File: src/mm_macros.svh
// Shared sizes for the output glue, all in CLK_114 cycles or bits.
// MM_FIFO_AW must be log2 of MM_FIFO_DEPTH, and the depth must be a power of two.
// The 28 MHz and 7 MHz rates of the full system are counted enables here.
`ifndef MM_MACROS_SVH
`define MM_MACROS_SVH

////////////////////////////////////////////////////////////
// Video widths
////////////////////////////////////////////////////////////

`define MM_COLOR_W 8 // Internal colour per channel
`define MM_VGA_W 6 // DAC width per channel

////////////////////////////////////////////////////////////
// Audio
////////////////////////////////////////////////////////////

`define MM_SAMPLE_W 16 // Little-endian 16-bit word
`define MM_FIFO_DEPTH 8 // Sample FIFO entries
`define MM_FIFO_AW 3 // FIFO pointer width
`define MM_AUD_PERIOD 2572 // 4 x 643 cycles of 28 MHz, one stereo pair

////////////////////////////////////////////////////////////
// Keyboard
////////////////////////////////////////////////////////////

`define MM_KEY_W 8 // Amiga raw key code
`define MM_KEY_DIV 16 // 7 MHz-class enable divisor

`endif

File: src/mm_av_pkg.sv
// Audio and video types shared by the FIFO, the pacer and the video stage.
// Sizes come from the macro header.
`default_nettype none

`include "mm_macros.svh"

package mm_av_pkg;

	typedef logic [`MM_SAMPLE_W-1:0] sample_t; // One FIFO word
	typedef logic [`MM_COLOR_W-1:0] color_t; // One colour channel
	typedef logic [1:0] osd_col_t; // OSD colour, top two bits of a channel

	// OSD palette
	localparam osd_col_t OSD_FG = 2'b11; // Text pixel, white
	localparam osd_col_t OSD_BG_RG = 2'b00; // Background red and green
	localparam osd_col_t OSD_BG_B = 2'b10; // Background blue, dark blue box

	// Pacer sequence, one pass per sample period
	typedef enum logic [1:0] {
		PACE_WAIT = 2'd0, // Idle until period start
		PACE_POP_L = 2'd1, // Left word read strobe
		PACE_POP_R = 2'd2, // Right word read strobe
		PACE_LOAD = 2'd3 // Both channels updated
	} pace_state_t;

endpackage

`default_nettype wire

File: src/mm_kbd_pkg.sv
// Keyboard types for the key event merger.
`default_nettype none

`include "mm_macros.svh"

package mm_kbd_pkg;

	typedef logic [`MM_KEY_W-1:0] key_code_t; // Raw Amiga key code

	// Source of the pending key event
	typedef enum logic [1:0] {
		SRC_NONE = 2'd0, // Nothing pending
		SRC_MATRIX = 2'd1, // Translated matrix keyboard
		SRC_DOCK = 2'd2 // Docking station keyboard
	} key_src_t;

endpackage

`default_nettype wire

File: src/audio_pacer.sv
// Pulls one stereo pair from the sample FIFO every MM_AUD_PERIOD cycles.
// Words are stored little-endian, left first; both channels update together,
// 4 cycles after the period start. With fewer than two words the outputs
// hold and aud_underrun pulses on the cycle after the period start.
`timescale 1ns/1ps
`default_nettype none

`include "mm_macros.svh"

module audio_pacer import mm_av_pkg::*; (
	input wire CLK_114,
	input wire rst_n,
	input wire [`MM_FIFO_AW:0] level, // FIFO fill
	input wire sample_t rd_data, // FIFO read port, one cycle late
	output logic rd, // FIFO pop strobe
	output sample_t aud_left,
	output sample_t aud_right,
	output logic aud_strobe, // New pair on the outputs
	output logic aud_underrun // Period skipped, FIFO short
);

	localparam int PERIOD = `MM_AUD_PERIOD;
	localparam int CW = $clog2(PERIOD);
	localparam int HALF = `MM_SAMPLE_W / 2;

	logic [CW-1:0] cnt; // Sample period counter
	pace_state_t state;
	sample_t left_word; // Left word parked until the right arrives
	logic period_start;
	logic pair_ready;

	// Little-endian storage to host order
	function automatic sample_t swap_bytes(input sample_t s);
		return {s[HALF-1:0], s[`MM_SAMPLE_W-1:HALF]};
	endfunction

	assign period_start = (cnt == '0);
	assign pair_ready = (level >= (`MM_FIFO_AW+1)'(2)); // Need both words

	////////////////////////////////////////////////////////////
	// Period counter and fetch sequence
	////////////////////////////////////////////////////////////

	always_ff @(posedge CLK_114 or negedge rst_n) begin
		if (!rst_n) begin
			cnt <= '0;
			state <= PACE_WAIT;
			rd <= 1'b0;
			aud_left <= '0;
			aud_right <= '0;
			aud_strobe <= 1'b0;
			aud_underrun <= 1'b0;
		end else begin
			cnt <= (cnt == CW'(PERIOD - 1)) ? '0 : cnt + 1'b1;
			rd <= 1'b0; // Strobes default low
			aud_strobe <= 1'b0;
			aud_underrun <= 1'b0;
			case (state)
				PACE_WAIT: begin
					if (period_start && pair_ready) begin
						state <= PACE_POP_L;
						rd <= 1'b1; // Left pop
					end else if (period_start) begin
						aud_underrun <= 1'b1; // Hold previous pair
					end
				end
				PACE_POP_L: begin
					state <= PACE_POP_R;
					rd <= 1'b1; // Right pop
				end
				PACE_POP_R: state <= PACE_LOAD; // Left word on rd_data now
				PACE_LOAD: begin // Right word on rd_data now
					state <= PACE_WAIT;
					aud_left <= swap_bytes(left_word);
					aud_right <= swap_bytes(rd_data);
					aud_strobe <= 1'b1;
				end
				default: state <= PACE_WAIT;
			endcase
		end
	end

	always_ff @(posedge CLK_114) begin
		if (state == PACE_POP_R)
			left_word <= rd_data;
	end

	a_rd_in_pop: assert property (
		@(posedge CLK_114) disable iff (!rst_n)
		rd |-> (state == PACE_POP_L || state == PACE_POP_R)
	) else $error("audio_pacer: pop outside pop states");

endmodule

`default_nettype wire

File: src/kbd_merge.sv
// Merges key events from the matrix and dock keyboards into one stream.
// Matrix wins a same-cycle collision; a newer event overwrites one not yet sent.
// key_stb is high for one full enable period of MM_KEY_DIV cycles, and
// key_code holds steady for that whole window.
`timescale 1ns/1ps
`default_nettype none

`include "mm_macros.svh"

module kbd_merge import mm_kbd_pkg::*; (
	input wire CLK_114,
	input wire rst_n,
	input wire mat_key_stb, // Matrix key pulse
	input wire key_code_t mat_key,
	input wire dock_key_stb, // Dock key pulse
	input wire key_code_t dock_key,
	output key_code_t key_code,
	output logic key_stb
);

	localparam int DIV = `MM_KEY_DIV;
	localparam int DW = $clog2(DIV);

	logic [DW-1:0] div_cnt; // Free enable counter
	logic tick; // Enable, one cycle per DIV
	key_src_t pend_src; // Who owns the pending code
	key_code_t pend_code;
	logic deliver;

	assign tick = (div_cnt == DW'(DIV - 1));
	// Only start a window when the previous one has closed
	assign deliver = tick && !key_stb && (pend_src != SRC_NONE);

	////////////////////////////////////////////////////////////
	// Enable, pending flag and strobe
	////////////////////////////////////////////////////////////

	always_ff @(posedge CLK_114 or negedge rst_n) begin
		if (!rst_n) begin
			div_cnt <= '0;
			key_stb <= 1'b0;
			pend_src <= SRC_NONE;
		end else begin
			div_cnt <= tick ? '0 : div_cnt + 1'b1;
			if (tick)
				key_stb <= deliver; // Close window or open a new one
			if (deliver)
				pend_src <= SRC_NONE;
			if (mat_key_stb) // Later assignment wins over the clear
				pend_src <= SRC_MATRIX;
			else if (dock_key_stb)
				pend_src <= SRC_DOCK;
		end
	end

	// Code capture, matrix first
	always_ff @(posedge CLK_114) begin
		if (mat_key_stb)
			pend_code <= mat_key;
		else if (dock_key_stb)
			pend_code <= dock_key;
		if (deliver)
			key_code <= pend_code; // Old code goes out, new one stays pending
	end

	a_code_stable: assert property (
		@(posedge CLK_114) disable iff (!rst_n)
		key_stb |=> !key_stb || $stable(key_code)
	) else $error("kbd_merge: key_code changed inside strobe");

	a_stb_width: assert property (
		@(posedge CLK_114) disable iff (!rst_n)
		$rose(key_stb) |-> ##DIV !key_stb
	) else $error("kbd_merge: strobe not one enable period");

endmodule

`default_nettype wire

File: src/mm_top.sv
// Output glue of the Amiga-clone top level, all on CLK_114.
// Samples enter on a write strobe with no handshake; watch samp_full.
// Key and video inputs are taken as synchronous to CLK_114.
`timescale 1ns/1ps
`default_nettype none

`include "mm_macros.svh"

module mm_top (
	input wire CLK_114,
	input wire rst_n,
	// Samples
	input wire samp_wr,
	input wire [`MM_SAMPLE_W-1:0] samp_data,
	output wire samp_full,
	// Keyboards
	input wire mat_key_stb,
	input wire [`MM_KEY_W-1:0] mat_key,
	input wire dock_key_stb,
	input wire [`MM_KEY_W-1:0] dock_key,
	// Video source and controls
	input wire [`MM_COLOR_W-1:0] src_r,
	input wire [`MM_COLOR_W-1:0] src_g,
	input wire [`MM_COLOR_W-1:0] src_b,
	input wire hsync_in,
	input wire vsync_in,
	input wire csync_in,
	input wire sel_csync,
	input wire hsync_pol,
	input wire vsync_pol,
	input wire osd_window,
	input wire osd_pixel,
	// Audio out
	output wire [`MM_SAMPLE_W-1:0] aud_left,
	output wire [`MM_SAMPLE_W-1:0] aud_right,
	output wire aud_strobe,
	output wire aud_underrun,
	// Keys out
	output wire [`MM_KEY_W-1:0] key_code,
	output wire key_stb,
	// VGA
	output wire [`MM_VGA_W-1:0] vga_r,
	output wire [`MM_VGA_W-1:0] vga_g,
	output wire [`MM_VGA_W-1:0] vga_b,
	output wire vga_hs,
	output wire vga_vs
);

	wire fifo_rd; // Pacer pop
	wire [`MM_SAMPLE_W-1:0] fifo_data;
	wire [`MM_FIFO_AW:0] fifo_level;

	////////////////////////////////////////////////////////////
	// Audio path
	////////////////////////////////////////////////////////////

	sample_fifo u_fifo (
		.CLK_114 (CLK_114),
		.rst_n (rst_n),
		.wr (samp_wr),
		.wr_data (samp_data),
		.rd (fifo_rd),
		.rd_data (fifo_data),
		.full (samp_full),
		.level (fifo_level)
	);

	audio_pacer u_pacer (
		.CLK_114 (CLK_114),
		.rst_n (rst_n),
		.level (fifo_level),
		.rd_data (fifo_data),
		.rd (fifo_rd),
		.aud_left (aud_left),
		.aud_right (aud_right),
		.aud_strobe (aud_strobe),
		.aud_underrun (aud_underrun)
	);

	kbd_merge u_kbd (
		.CLK_114 (CLK_114),
		.rst_n (rst_n),
		.mat_key_stb (mat_key_stb),
		.mat_key (mat_key),
		.dock_key_stb (dock_key_stb),
		.dock_key (dock_key),
		.key_code (key_code),
		.key_stb (key_stb)
	);

	video_out u_video (
		.CLK_114 (CLK_114),
		.rst_n (rst_n),
		.src_r (src_r),
		.src_g (src_g),
		.src_b (src_b),
		.hsync_in (hsync_in),
		.vsync_in (vsync_in),
		.csync_in (csync_in),
		.sel_csync (sel_csync),
		.hsync_pol (hsync_pol),
		.vsync_pol (vsync_pol),
		.osd_window (osd_window),
		.osd_pixel (osd_pixel),
		.vga_r (vga_r),
		.vga_g (vga_g),
		.vga_b (vga_b),
		.vga_hs (vga_hs),
		.vga_vs (vga_vs)
	);

endmodule

`default_nettype wire

File: src/sample_fifo.sv
// Synchronous FIFO of audio words, MM_FIFO_DEPTH deep.
// A write while full is dropped. Read data is registered and valid the
// cycle after rd. The reader must never pop an empty FIFO.
`timescale 1ns/1ps
`default_nettype none

`include "mm_macros.svh"

module sample_fifo import mm_av_pkg::*; (
	input wire CLK_114,
	input wire rst_n,
	input wire wr, // Write strobe from outside
	input wire sample_t wr_data,
	input wire rd, // Pop strobe from the pacer
	output sample_t rd_data,
	output logic full,
	output logic [`MM_FIFO_AW:0] level // Words held
);

	localparam int DEPTH = `MM_FIFO_DEPTH;
	localparam int AW = `MM_FIFO_AW;

	sample_t mem [DEPTH]; // Storage, no reset
	logic [AW-1:0] wr_ptr;
	logic [AW-1:0] rd_ptr;
	logic wr_ok;

	assign full = (level == (AW+1)'(DEPTH));
	assign wr_ok = wr && !full; // Overflowing writes are lost

	////////////////////////////////////////////////////////////
	// Pointers and level
	////////////////////////////////////////////////////////////

	always_ff @(posedge CLK_114 or negedge rst_n) begin
		if (!rst_n) begin
			wr_ptr <= '0;
			rd_ptr <= '0;
			level <= '0;
		end else begin
			if (wr_ok)
				wr_ptr <= wr_ptr + 1'b1; // Wraps at DEPTH
			if (rd)
				rd_ptr <= rd_ptr + 1'b1;
			case ({wr_ok, rd})
				2'b10: level <= level + 1'b1;
				2'b01: level <= level - 1'b1;
				default: level <= level; // Both or neither
			endcase
		end
	end

	// Storage and registered read port
	always_ff @(posedge CLK_114) begin
		if (wr_ok)
			mem[wr_ptr] <= wr_data;
		if (rd)
			rd_data <= mem[rd_ptr]; // Valid next cycle
	end

	// The pacer checks the level before popping, so an empty pop means
	// the level seen by the pacer and the FIFO have drifted apart
	a_no_pop_empty: assert property (
		@(posedge CLK_114) disable iff (!rst_n)
		rd |-> level != '0
	) else $error("sample_fifo: pop while empty");

endmodule

`default_nettype wire

File: src/video_out.sv
// Video output stage, fixed 2-cycle latency for colour and syncs.
// Controls are levels and travel with the pixel through both stages.
// Syncs and colour are passed as given; blanking is the source's job.
`timescale 1ns/1ps
`default_nettype none

`include "mm_macros.svh"

module video_out import mm_av_pkg::*; (
	input wire CLK_114,
	input wire rst_n,
	input wire color_t src_r,
	input wire color_t src_g,
	input wire color_t src_b,
	input wire hsync_in,
	input wire vsync_in,
	input wire csync_in,
	input wire sel_csync, // Composite sync on the HS pin
	input wire hsync_pol,
	input wire vsync_pol,
	input wire osd_window, // Inside OSD box
	input wire osd_pixel, // OSD text pixel
	output logic [`MM_VGA_W-1:0] vga_r,
	output logic [`MM_VGA_W-1:0] vga_g,
	output logic [`MM_VGA_W-1:0] vga_b,
	output logic vga_hs,
	output logic vga_vs
);

	localparam int CW = `MM_COLOR_W;
	localparam int VW = `MM_VGA_W;

	osd_col_t osd_rg; // Same for red and green
	osd_col_t osd_b;
	color_t s1_r;
	color_t s1_g;
	color_t s1_b;
	logic s1_hs;
	logic s1_vs;
	logic s1_cs;
	logic s1_sel;
	logic s1_hpol;
	logic s1_vpol;

	// OSD colour on top, source shifted down under it
	function automatic color_t osd_mix(input color_t src, input osd_col_t osd, input logic win);
		return win ? {osd, src[CW-1:2]} : src;
	endfunction

	assign osd_rg = osd_pixel ? OSD_FG : OSD_BG_RG;
	assign osd_b = osd_pixel ? OSD_FG : OSD_BG_B;

	////////////////////////////////////////////////////////////
	// Stage 1, overlay and sync capture
	////////////////////////////////////////////////////////////

	always_ff @(posedge CLK_114) begin
		s1_r <= osd_mix(src_r, osd_rg, osd_window);
		s1_g <= osd_mix(src_g, osd_rg, osd_window);
		s1_b <= osd_mix(src_b, osd_b, osd_window);
	end

	always_ff @(posedge CLK_114 or negedge rst_n) begin
		if (!rst_n) begin
			s1_hs <= 1'b0;
			s1_vs <= 1'b0;
			s1_cs <= 1'b0;
			s1_sel <= 1'b0;
			s1_hpol <= 1'b0;
			s1_vpol <= 1'b0;
		end else begin
			s1_hs <= hsync_in;
			s1_vs <= vsync_in;
			s1_cs <= csync_in;
			s1_sel <= sel_csync; // Controls follow the pixel
			s1_hpol <= hsync_pol;
			s1_vpol <= vsync_pol;
		end
	end

	////////////////////////////////////////////////////////////
	// Stage 2, polarity and width cut
	////////////////////////////////////////////////////////////

	always_ff @(posedge CLK_114 or negedge rst_n) begin
		if (!rst_n) begin
			vga_r <= '0;
			vga_g <= '0;
			vga_b <= '0;
			vga_hs <= 1'b0;
			vga_vs <= 1'b0;
		end else begin
			vga_hs <= s1_sel ? s1_cs : (s1_hs ^ s1_hpol);
			vga_vs <= s1_vs ^ (s1_vpol & ~s1_sel); // VS idle in csync mode
			vga_r <= s1_r[CW-1 -: VW]; // Keep the top bits
			vga_g <= s1_g[CW-1 -: VW];
			vga_b <= s1_b[CW-1 -: VW];
		end
	end

endmodule

`default_nettype wire

File: config.mk
export PLATFORM = sky130hd
export DESIGN_NAME = mm_top
export DESIGN_NICKNAME = d
export VERILOG_FILES = /design/src/mm_av_pkg.sv /design/src/mm_kbd_pkg.sv /design/src/audio_pacer.sv /design/src/kbd_merge.sv /design/src/mm_top.sv /design/src/sample_fifo.sv /design/src/video_out.sv
export VERILOG_INCLUDE_DIRS = /design/src /design/src/src
export SDC_FILE = /design/constraint.sdc
export NUM_CORES = 1
export LEC_CHECK = 0
export ABC_AREA = 1
export BUFFER_PORTS_ARGS = -buffer_cell sky130_fd_sc_hd__buf_2
export CORE_MARGIN = 10
export CORE_UTILIZATION = 50
export CTS_BUF_LIST = sky130_fd_sc_hd__clkbuf_2 sky130_fd_sc_hd__clkbuf_4 sky130_fd_sc_hd__clkbuf_8
export DETAILED_ROUTE_END_ITERATION = 6
export PLACE_DENSITY = 0.83
export SLEW_MARGIN = 20
export SYNTH_ARGS = -nofsm -noshare
export SYNTH_HDL_FRONTEND = slang
export SYNTH_HIERARCHICAL = 1
export SYNTH_SLANG_ARGS = --single-unit
File: constraint.sdc
create_clock -name CLK_114 -period 1.7 [get_ports CLK_114]
set_input_delay 0.255 -clock CLK_114 [delete_from_list [all_inputs] [get_ports CLK_114]]
set_output_delay 0.255 -clock CLK_114 [all_outputs]
set_load 0.02 [all_outputs]
; ---- After elaboration in Yosys (flattened, before gate mapping)
; Memories as Yosys holds them, arrays and structs flattened. A register that Yosys moved wholly into a read port is not among the register bits.
; Index checks and enable logic that the tools add are counted.
[totals]
regBits = 148
mem_bits_rw = 128
elab_cells = 87
n_memories = 1
[classes]
n_addsub = 6
magnitude_cmp = 1
n_eq_ne = 9
n_mux = 24
n_bitwise = 4
n_reduce_logical = 12
[memory_table]
columns = memory, words, width, read_ports, rd_ports_with_merged_regs, wr, line_no
row1 = u_fifo.mem, 8, 16, 1, 1, 1, sample_fifo.sv:23  ; sample_t mem [DEPTH];
[op_table]
columns = operator, n
row1 = two-way mux 8 bit, 5
row2 = "adder 12 x 1 -> 12 bit, second input constant", 1
row3 = "equality test 12 bit, second input constant", 1
row4 = logical NOT 12 bit, 1
row5 = two-way mux 12 bit, 1
row6 = two-way mux 2 bit, 5
row7 = two-way mux 1 bit, 9
row8 = "adder 4 x 1 -> 4 bit, second input constant", 2
row9 = "equality test 4 bit, second input constant", 2
row10 = one-hot mux 2 bit (4 select lines), 1
row11 = one-hot mux 4 bit (2 select lines), 1
row12 = "adder 3 x 1 -> 3 bit, second input constant", 2
row13 = "equality test 2 bit, second input constant", 3
row14 = nonzero test 2 bit, 3
row15 = "equality test 2 x 1 -> 1 bit, second input constant", 2
row16 = ">= comparator 4 x 2 -> 1 bit, second input constant", 1
row17 = logical AND 1 bit, 4
row18 = two-way mux 4 bit, 1
row19 = "subtractor 4 x 1 -> 4 bit, second input constant", 1
row20 = nonzero test 3 bit, 1
row21 = logical NOT 1 bit, 2
row22 = logical NOT 2 bit, 1
row23 = "!= test 2 x 1 -> 1 bit, second input constant", 1
row24 = one-hot mux 1 bit (2 select lines), 1
row25 = 3 further kinds, 4

; ---- Longest topological paths before layout
; Gate-level depths: netlist of run 1.
[depth]
depth_word = 6
mapped_depth = 12
depth_no_buf = 12

; ---- Modules after synthesis
; The synthesis of run 1 kept the hierarchy.
[modules_own_cells]
columns = module, n_inst, cells_per_inst, area_per_inst_um2
row1 = sample_fifo, 1, 452, 6043.3
row2 = audio_pacer, 1, 193, 2583.7
row3 = video_out, 1, 103, 1261.2
row4 = kbd_merge, 1, 72, 879.6

; ---- Worst setup path after synthesis of run 1
; Ideal clock, no wire load.
[synth_path]
path_type = register to register
start = reg u_pacer.rd
end = reg u_fifo.level[2]
arrival_ns = 1.685
slack_ns = -0.114
path_stages_with_launch = 9
n_path_buf = 0
synth_period_minus_slack_ns = 1.814
cell_sequence = dfrtp_1 > ha_1 > nand2_1 > inv_1 > nor2_1 > ha_1 > a21oi_1 > xor2_1 > o21ai_0
[synth_between]
elab_chain_len = 2
word_cells_on_any_way = 4
cone_classes = eq/ne (2) / mux (1) / reduce/logical (1)
[synth_lines]
columns = item, line_no
row1 = start: declaration, audio_pacer.sv:15  ; output logic rd,
row2 = start signal: assignment, audio_pacer.sv:48  ; rd <= 1'b0;
row3 = start signal: assignment, audio_pacer.sv:55  ; rd <= 1'b0;
row4 = start signal: assignment, audio_pacer.sv:62  ; rd <= 1'b1;
row5 = equality test 2 x 1 -> 1 bit / equality test 2 bit (equally long branches), sample_fifo.sv:45  ; case ({wr_ok, rd})
row6 = one-hot mux 4 bit (2 select lines) / nonzero test 2 bit (equally long branches), -
row7 = end signal: assignment, sample_fifo.sv:46  ; 2'b10: level <= level + 1'b1;
row8 = end signal: assignment, sample_fifo.sv:47  ; 2'b01: level <= level - 1'b1;
row9 = end signal: assignment, sample_fifo.sv:48  ; default: level <= level;
row10 = end: declaration, sample_fifo.sv:17  ; output logic [`MM_FIFO_AW:0] level
; Parallel ways exist; a longest one is shown, timed or not.
; A chain may end at the register's enable or synchronous reset.

; ---- Worst setup path in the final report of run 1
[layout_path]
start = reg u_fifo.level[2]
end = reg u_fifo.level[2]
[layout_between]
elab_chain_len = 5
word_cells_on_any_way = 9
cone_classes = add/sub (2) / eq/ne (3) / mux (1) / reduce/logical (3)
[layout_lines]
columns = item, line_no
row1 = equality test 4 bit, sample_fifo.sv:28  ; assign full = (level == (AW+1)'(DEPTH));
row2 = logical NOT 1 bit, sample_fifo.sv:29  ; assign wr_ok = wr && !full;
row3 = logical AND 1 bit, sample_fifo.sv:29
row4 = equality test 2 x 1 -> 1 bit / equality test 2 bit (equally long branches), sample_fifo.sv:45
row5 = one-hot mux 4 bit (2 select lines) / nonzero test 2 bit (equally long branches), -
; Parallel ways exist; a longest one is shown, timed or not.

==> results of run 1 <==
## final cells by class
type | instances | area, sq um | area share
Sequential cell | 286 | 7950 | 0.583
Clock buffer | 61 | 752 | 0.0552
Clock inverter | 21 | 224 | 0.0164
Antenna cell | 4 | 10.0 | 0.000734
Multi-Input combinational cell | 459 | 2500 | 0.183
Inverter | 46 | 178 | 0.0130
Timing Repair Buffer | 225 | 1670 | 0.123
Tap cell | 275 | 344 | 0.0252
## report_power, final
group          switching, uW  internal (uW)
logic                   1050            702
clock network           2590           3520
registers                184           8040
## metrics by stage
step | setup slack, ns | area (sq um) | std cells | hold slack (ns)
after global placement | 0.0339 | 11900 | 1222 | 0.222
after detailed placement | -0.0932 | 11900 | 1222 | 0.222
after CTS | -0.0291 | 13600 | 1373 | 0.00361
after floorplan | -0.0791 | 10800 | 820 | -0.0406
after global routing | -0.0716 | 13600 | 1377 | 0.0581
final | 0.000981 | 13600 | 1377 | 0.0595
## per-layer routing
| layer | GRT usage | up-vias | routed length [um] |
|---|---|---|---|
| met5 | 0 | - | 0 |
| li1 | - | 3329 | - |
| met2 | 0.280 | 251 | 12100 |
| met3 | 0.0334 | 55 | 1300 |
| met4 | 0.0821 | 0 | 746 |
| met1 | 0.191 | 3382 | 9070 |
## logic make-up (layout without fill, tap and decap cells)
family | after synthesis | count (layout) | share of synthesized area
other cells | 0 | 4 | 0
compound gates | 119 | 119 | 0.0600
simple gates | 283 | 283 | 0.108
flops | 286 | 286 | 0.738
mux | 32 | 32 | 0.0335
fa+ha+maj | 13 | 13 | 0.0151
xor+xnor | 12 | 12 | 0.00976
buf+inv | 75 | 353 | 0.0352
## synthesized netlist by cell type
library cell  instances  area [sq um]
mux2_1                2          22.5
nor3_1                4          20.0
inv_1                41           154
ha_1                 13           163
o21ai_2               1          8.76
a31oi_1               1          6.26
clkbuf_1              2          7.51
o21bai_1              2          15.0
or2_4                 1          8.76
edfxtp_1            176          5290
dfrtp_1              92          2300
nand2_1             151           567
o21ai_1              35           175
nand4_1               1          6.26
nor3_4                1          16.3
buf_6                 8          90.1
or2_1                 1          6.26
mux2_2               30           338
a21oi_1               4          20.0
nand4_2               1          12.5
xnor2_1               3          26.3
buf_4                 4          30.0
nor2_1               92           345
nor2_2                6          37.5
inv_2                 4          15.0
or2_2                 1          6.26
nand2_2               6          37.5
nand3b_1              1          7.51
nand3_2               1          10.0
buf_1                 1          3.75
nor2_4                1          11.3
dfxtp_1              18           360
o21ai_0              44           220
o22ai_1              32           200
inv_6                 1          8.76
xor2_1                9          78.8
buf_2                14          70.1
nand3_1              15          75.1
## worst reg2reg max path, stage by stage (launching register included)
cell     delay [ns]
dfrtp_1        0.38
inv_2          0.08
nand4_4        0.13
nand2_4        0.11
ha_4           0.15
nand2_2        0.06
inv_2          0.05
nor2_2         0.04
ha_2           0.17
a21oi_2        0.12
xor2_1         0.19
o21ai_1        0.10
## worst max-delay path by stage
stage                                start                           to  slack, ns
2_1_floorplan  u_fifo/level[2]$_DFFE_PN0P_   u_fifo/mem[1][0]$_DFFE_PP_      -0.08
3_3_place_gp   u_fifo/level[2]$_DFFE_PN0P_  u_fifo/level[2]$_DFFE_PN0P_       0.03
3_5_place_dp   u_fifo/level[2]$_DFFE_PN0P_  u_fifo/level[2]$_DFFE_PN0P_      -0.09
4_1_cts        u_fifo/level[1]$_DFFE_PN0P_  u_fifo/level[2]$_DFFE_PN0P_      -0.03
5_1_grt        u_fifo/level[2]$_DFFE_PN0P_  u_fifo/level[2]$_DFFE_PN0P_      -0.07
6_report       u_fifo/level[2]$_DFFE_PN0P_  u_fifo/level[2]$_DFFE_PN0P_      0.001
## registers in the layout (all words and copies together) (netlist names), 8 cells and up
| register | count |
|---|---|
| u_fifo/mem | 128 |
| u_pacer/aud_right | 16 |
| u_fifo/rd_data | 16 |
| u_kbd/pend_code | 8 |
| u_pacer/aud_left | 16 |
| u_pacer/cnt | 12 |
| u_pacer/left_word | 16 |
| u_kbd/key_code | 8 |
## what timing repair did
| action | CTS | global route |
|---|---|---|
| endpoints found under the setup margin | 2 | 4 |
| hold buffers | 69 | 0 |
| pin swaps | 2 | 5 |
| endpoints found under the hold margin | 254 | 0 |
| buffers inserted | 0 | 0 |
| resized for setup | 9 | 7 |
==> flow_summary.yaml, run 1 <==
final_layout:
  final_common_cell: "edfxtp_1"
  area_growth_pct: 26.6
  final_cell_mix: "176 x edfxtp_1, 150 x nand2_1, 124 x buf_2"
  drive_gt1_frac: 0.271
  final_nets: 1145
  fill_cells: 1460
  utilization: 0.646
sta:
  finalCritPeriodShare: 0.999
  tns_ns: 0
  fmax_mhz: 589
  clock_skew_ns: 0.0304
  finalHoldViolCount: 0
  fin_crit_ns: 1.70
  slew_headroom: 0.708
  setup_viol: 0
  rsz0062_at_grt: "true"
  slew_viol_final: 0
  worst_slew_pin_slew_ns: 0.434
floorplanning:
  ios: 133
  dieArea_sq_um: 27800
  die_height_um: 167
  initial_core_util: 0.511
  rows: 53
  fp.dieW_um: 167
  design.core.area_sq_um: 21100
setup_path:
  rr_startpoint: "u_fifo/level[2]$_DFFE_PN0P_"
  cpPeakStageDelay_ns: 0.38
  crit_family: "flip-flops"
  path_class: "reg2reg"
  critPathRequiredTime_ns: 2.12
  r2r_end: "u_fifo/level[2]$_DFFE_PN0P_"
  crit_cells: 11
  rrSetupSlack_ns: 0.001
  path_common_cell: "inv_2"
  worstPathMaxFanout: 4
  cp.arrival_ns: 2.12
  start_kind: "flop"
  slowest_stage: "dfrtp_1"
  worstPathCellList: "inv_2, nand4_4, nand2_4, ha_4, nand2_2, inv_2, nor2_2, ha_2, a21oi_2, xor2_1, o21ai_1"
  path_buf_inv: 2
  cp-end-kind: "flop"
  reg2reg_depth: 11
global_route:
  grt_pass1_wl_mm: 37.0
  globalRoute.totalOverflow: 0
  track_usage: 0.163
  grt_max_degree: 67
  antenna_found_initial: 4
  grt_pass1_vias: 7279
yosys:
  syn_nets: 902
  ys_warn_count: 6
  postSynthAreaPerCell_sq_um: 13.1
  ys_ff_latch: 286
  netlist_instances: 820
  ys_seq_area_frac: 0.738
  synth_cell_type_count: 38
  netlist_area_sq_um: 10800
clock_tree:
  cts_tree: "yes"
  cts_buffers: 45
  cts_sinks: 286
  clock_path_buffers: 3
  htree_num_levels: 2
  root_buffer: "clkbuf_8"
  clkSlewWorstSetupHoldPaths_ns: 0.06
  clk_latency_ns: 0.56
min_path:
  min_from: "samp_wr"
  whs_path_depth: 3
  hold-path-endpoint: "u_fifo/wr_ptr[2]$_DFFE_PN0P_"
  worstHoldPathType: "in2reg"
placement:
  gp_congestion: 0.824
  port_buffers: 126
  hpwlAfterDp_mm: 14.2
power_and_ir_drop:
  ir_drop_v: 0.000562
  power_leakage_uw: 0.00567
  p_total_uw: 16100
  cellPowerDensity_nw_per_um2: 1180
route:
  post_drt_via_cell_ratio: 5.10
  vias: 7017
  wirelength_mm: 23.2
  routedWlPerCell_um: 16.8
  drc: 0
  first_pass_iters: 5
  drtIter0Drc: 509
  ant_nets: 0
flow_run:
  timing.max_cap.violations: 0
outcome:
  status: "completed"
(Power assumes the default switching activity.)
==> run 2, diff against run 1 <==
--- a/config.mk
+++ b/config.mk
@@ -11,7 +11,9 @@
 export CORE_MARGIN = 10
 export CORE_UTILIZATION = 50
 export CTS_BUF_LIST = sky130_fd_sc_hd__clkbuf_2 sky130_fd_sc_hd__clkbuf_4 sky130_fd_sc_hd__clkbuf_8
+export CTS_CLUSTER_DIAMETER = 100
 export DETAILED_ROUTE_END_ITERATION = 6
+export MAX_ROUTING_LAYER = met4
 export PLACE_DENSITY = 0.83
 export SLEW_MARGIN = 20
 export SYNTH_ARGS = -nofsm -noshare
==> run 2 against run 1 <==
Net effect: hold slack got worse by 0.0054 ns; via count fell by 0.24%; core utilization stayed put.
==> flow_summary.yaml, run 2 (same netlist as run 1, synthesis figures left out) <==
global_route:
  grt_pass1_wl_mm: 37.0
  grt_max_degree: 67
  antenna_found_initial: 4
  globalRoute.totalOverflow: 0
  grt_pass1_vias: 7282
  track_usage: 0.168
setup_path:
  worstPathCellList: "inv_2, nand4_4, nand2_4, ha_4, nand2_2, inv_2, nor2_2, ha_2, a21oi_2, xor2_1, o21ai_1"
  cp-end-kind: "flop"
  crit_family: "flip-flops"
  path_common_cell: "inv_2"
  critPathRequiredTime_ns: 2.12
  worstPathMaxFanout: 4
  cpPeakStageDelay_ns: 0.38
  slowest_stage: "dfrtp_1"
  path_class: "reg2reg"
  path_buf_inv: 2
  cp.arrival_ns: 2.12
  start_kind: "flop"
sta:
  setup_viol: 0
  holdWs_ns: 0.0541
  fmax_mhz: 590
  fin_ws_ns: 0.00632
  slew_headroom: 0.708
  slew_viol_final: 0
  fin_crit_ns: 1.69
  rsz0062_at_grt: "true"
  tns_ns: 0
  worst_slew_pin_slew_ns: 0.434
  finalCritPeriodShare: 0.996
  finalHoldViolCount: 0
  clock_skew_ns: 0.0288
final_layout:
  largest_reg_flops: 128
  top_register: "u_fifo/mem"
  drive_gt1_frac: 0.271
  final_cell_mix: "176 x edfxtp_1, 150 x nand2_1, 124 x buf_2"
  fill_cells: 1460
  final_common_cell: "edfxtp_1"
  fin_area_sq_um: 13600
  area_growth_pct: 26.6
  seq_area_sq_um: 7950
  final_nets: 1145
  multi_input_area_sq_um: 2500
floorplanning:
  design.core.area_sq_um: 21100
  initial_core_util: 0.511
  rows: 53
  ios: 133
  dieArea_sq_um: 27800
  fp.dieW_um: 167
  die_height_um: 167
route:
  first_pass_iters: 6
  drtIter0Drc: 510
  post_drt_via_cell_ratio: 5.08
  drc: 0
  wirelength_mm: 23.1
  vias: 7000
  ant_nets: 0
  routedWlPerCell_um: 16.8
clock_tree:
  postCtsSetupBuffers: 0
  cts_buffers: 45
  cts_sinks: 286
  cts_tree: "yes"
  clkSlewWorstSetupHoldPaths_ns: 0.06
  clk_latency_ns: 0.56
  htree_num_levels: 2
  root_buffer: "clkbuf_8"
  clock_path_buffers: 3
power_and_ir_drop:
  cellPowerDensity_nw_per_um2: 1180
  ir_drop_v: 0.000562
  power_leakage_uw: 0.00567
outcome:
  status: "completed"
placement:
  port_buffers: 126
  dp_slack_ns: -0.0932
  gp_congestion: 0.836
  post_dp_cell_area_sq_um: 11900
  hpwlAfterDp_mm: 14.2
flow_run:
  timing.max_cap.violations: 0
min_path:
  worstHoldPathType: "in2reg"
run 2: power breakdown:
group	switching [uW]	internal (uW)	leakage [uW]
Clock	2590	3520	0.000516
Sequential	183	8040	0.00286
Combinational	1050	703	0.00229
run 2: cell type report:
type	count	area share
inverters	46	0.0130
well taps	275	0.0252
repair buffers	225	0.123
clock buffers	61	0.0552
multi-input cells	459	0.183
clock inverters	21	0.0164
flip-flops and latches	286	0.583
diodes	4	0.000734
run 2: repair_timing:
action / 4_1_cts / 5_1_grt
resized for setup: 9 / 7
endpoints found under the setup margin: 2 / 4
endpoints found under the hold margin: 254 / 0
pin swaps: 2 / 5
hold buffers: 69 / 0
run 2: routing by layer:
metal  up-vias  global-route usage  part of all wire
li1       3326                   -                 -
met1      3354               0.191              0.39
met2       259               0.280              0.52
met3        61              0.0334             0.057
met4         0              0.0821             0.033
met5         -                   -                 0
run 2: final timing paths:
kind	from	to	slack (ns)	cells after the start
hold reg to reg	u_video/s1_r[5]$_DFF_P_	u_video/vga_r[3]$_DFF_PN0_	0.32	0
max in group asynchronous	rst_n	u_video/vga_b[5]$_DFF_PN0_	0.96	3
min in group asynchronous	rst_n	u_pacer/rd$_DFF_PN0_	0.22	2
hold / removal	samp_wr	u_fifo/wr_ptr[2]$_DFFE_PN0P_	0.05	3
setup reg to reg	u_fifo/level[2]$_DFFE_PN0P_	u_fifo/level[2]$_DFFE_PN0P_	0.006	11
setup / recovery	u_fifo/level[2]$_DFFE_PN0P_	u_fifo/level[2]$_DFFE_PN0P_	0.006	11
run 2: worst reg2reg max path: cells and delay by family (launching register included):
family	cells	cell delay, ns
AOI/OAI and AO/OA	2	0.22
DFF	1	0.38
adders and majority gates	2	0.32
and+or+nand+nor	4	0.34
buffers and inverters	2	0.13
xor gates and xnor gates	1	0.19
run 2: through the flow:
stage,util,power [uW],std cells
final,0.646,16100,1377
after global routing,0.646,16700,1377
after CTS,0.645,16200,1373
after detailed placement,0.564,9880,1222
after global placement,0.564,9790,1222
after floorplan,-,9150,820
==> run 3, diff against run 2 <==
--- a/config.mk
+++ b/config.mk
@@ -14,7 +14,8 @@
 export CTS_CLUSTER_DIAMETER = 100
 export DETAILED_ROUTE_END_ITERATION = 6
 export MAX_ROUTING_LAYER = met4
-export PLACE_DENSITY = 0.83
+export PLACE_DENSITY = 0.8
+export SETUP_SLACK_MARGIN = 0.4
 export SLEW_MARGIN = 20
 export SYNTH_ARGS = -nofsm -noshare
 export SYNTH_HDL_FRONTEND = slang
==> constraint.sdc (replaced) <==
create_clock -name CLK_114 -period 2 [get_ports CLK_114]
set_input_delay 0.3 -clock CLK_114 [delete_from_list [all_inputs] [get_ports CLK_114]]
set_output_delay 0.3 -clock CLK_114 [all_outputs]
set_load 0.02 [all_outputs]
==> run 3 against run 2 <==
Net effect: hold slack worse by 0.032 ns; register-to-register slack better by 0.14 ns; via count is 0.14% higher; flip-flop and latch count stayed put; critical path type unchanged; critical endpoint is now u_fifo/level[3]$_DFFE_PN0P_; highest routed layer unchanged.
==> flow_summary.yaml, run 3 (same netlist as run 1, synthesis figures left out) <==
route:
  routedWlPerCell_um: 17.8
  post_drt_via_cell_ratio: 5.21
  drtIter0Drc: 539
  ant_nets: 0
  first_pass_iters: 5
  wirelength_mm: 24.0
  vias: 7010
  drc: 0
floorplanning:
  ios: 133
  design.core.area_sq_um: 21100
  initial_core_util: 0.511
  rows: 53
  fp.dieW_um: 167
  die_height_um: 167
  dieArea_sq_um: 27800
power_and_ir_drop:
  power_leakage_uw: 0.00554
  ir_drop_v: 0.000469
  cellPowerDensity_nw_per_um2: 1030
  p_total_uw: 13700
setup_path:
  start_kind: "flop"
  cp.arrival_ns: 2.29
  path_buf_inv: 2
  critPathRequiredTime_ns: 2.44
  r2r_end: "u_fifo/level[3]$_DFFE_PN0P_"
  crit_family: "simple AND/OR/NAND/NOR gates"
  reg2reg_depth: 12
  rrSetupSlack_ns: 0.14
  cp-end-kind: "flop"
  path_class: "reg2reg"
  worstPathCellList: "inv_2, nand4_4, nand2_4, ha_4, nor2_1, nor2_2, buf_4, nand3_1, nand2_1, nand2_1, nand3_1, nand2_1"
  cpPeakStageDelay_ns: 0.44
  slowest_stage: "dfrtp_2"
  rr_startpoint: "u_fifo/level[2]$_DFFE_PN0P_"
  path_common_cell: "nand2_1"
  worstPathMaxFanout: 4
clock_tree:
  root_buffer: "clkbuf_8"
  cts_tree: "yes"
  clock_path_buffers: 3
  clk_latency_ns: 0.55
  cts_buffers: 45
  clkSlewWorstSetupHoldPaths_ns: 0.07
  htree_num_levels: 2
  cts_sinks: 286
final_layout:
  area_growth_pct: 23.8
  final_common_cell: "edfxtp_1"
  largest_reg_flops: 128
  fill_cells: 1479
  final_cell_mix: "176 x edfxtp_1, 150 x nand2_1, 124 x buf_2"
  final_nets: 1118
  drive_gt1_frac: 0.278
  top_register: "u_fifo/mem"
sta:
  fin_crit_ns: 1.86
  slew_headroom: 0.589
  rsz0062_at_grt: "true"
  tns_ns: 0
  clock_skew_ns: 0.0222
  setup_viol: 0
  fmax_mhz: 539
  worst_slew_pin_slew_ns: 0.615
  finalCritPeriodShare: 0.928
  slew_viol_final: 0
  finalHoldViolCount: 0
global_route:
  track_usage: 0.169
  grt_max_degree: 65
  antenna_found_initial: 4
  globalRoute.totalOverflow: 0
  grt_pass1_wl_mm: 37.4
  grt_pass1_vias: 7146
placement:
  port_buffers: 126
  gp_congestion: 0.823
  hpwlAfterDp_mm: 13.8
min_path:
  min_from: "samp_data[8]"
  worstHoldPathType: "in2reg"
  whs_path_depth: 1
  hold-path-endpoint: "u_fifo/mem[2][8]$_DFFE_PP_"
outcome:
  status: "completed"
flow_run:
  timing.max_cap.violations: 0
-- run 3: routing by layer --
| layer | GRT usage | vias to the layer above | routed length [um] |
|---|---|---|---|
| met5 | - | - | 0 |
| met4 | 0.0813 | 0 | 803 |
| met3 | 0.0386 | 62 | 1520 |
| met2 | 0.275 | 285 | 12400 |
| met1 | 0.196 | 3398 | 9300 |
| li1 | - | 3265 | - |
-- run 3: per-stage QoR --
step	cell area (sq um)	hold slack [ns]	setup slack (ns)	utilization	std cells
floorplan	10800	0.00441	0.221	-	820
global placement	11800	0.263	0.201	0.558	1212
detailed placement	11800	0.265	0.117	0.558	1212
CTS	13300	0.000541	0.260	0.629	1338
global route	13300	0.0123	0.0699	0.632	1346
finish	13300	0.0218	0.144	0.632	1346
-- run 3: worst max path at each step --
stage	start	depth (start not counted)	slack [ns]	endpoint
2_1_floorplan	u_fifo/level[2]$_DFFE_PN0P_	4	0.22	u_fifo/mem[1][0]$_DFFE_PP_
3_3_place_gp	u_fifo/level[2]$_DFFE_PN0P_	11	0.20	u_fifo/level[2]$_DFFE_PN0P_
3_5_place_dp	u_fifo/level[1]$_DFFE_PN0P_	11	0.12	u_fifo/level[2]$_DFFE_PN0P_
4_1_cts	u_fifo/level[2]$_DFFE_PN0P_	4	0.26	samp_full
5_1_grt	u_fifo/level[3]$_DFFE_PN0P_	12	0.07	u_fifo/level[3]$_DFFE_PN0P_
6_report	u_fifo/level[2]$_DFFE_PN0P_	12	0.14	u_fifo/level[3]$_DFFE_PN0P_
-- run 3: where the power goes --
| part | switching (uW) | leakage (uW) | internal, uW |
|---|---|---|---|
| sequential | 177 | 0.00286 | 6840 |
| clock | 2180 | 0.000513 | 2940 |
| combinational | 966 | 0.00217 | 571 |
| total | 3330 | 0.00554 | 10300 |
-- run 3: area by class of cell --
class                           count  area, sq um  share of cell area
Sequential cell                   286         7950               0.596
Tap cell                          275          344              0.0258
Timing Repair Buffer              198         1380               0.103
Multi-Input combinational cell    459         2510               0.188
Clock inverter                      6         76.3             0.00572
Inverter                           46          180              0.0135
Clock buffer                       72          885              0.0663
Antenna cell                        4         10.0            0.000751
-- run 3: what timing repair did --
| item | CTS | global route |
|---|---|---|
| buffers inserted | 4 | 4 |
| gates resized for setup | 13 | 14 |
| endpoints found under the setup margin | 68 | 139 |
| endpoints found under the hold margin | 93 | 0 |
| hold buffers | 44 | 0 |
| pin swaps | 2 | 4 |
-- run 3: worst register-to-register path, delay by kind of cell (launching register included) --
family | cells | cell delay [ns]
AND/OR/NAND/NOR | 9 | 0.89
buffers and inverters | 2 | 0.25
adder cells (fa/ha/maj) | 1 | 0.16
flip-flops | 1 | 0.44
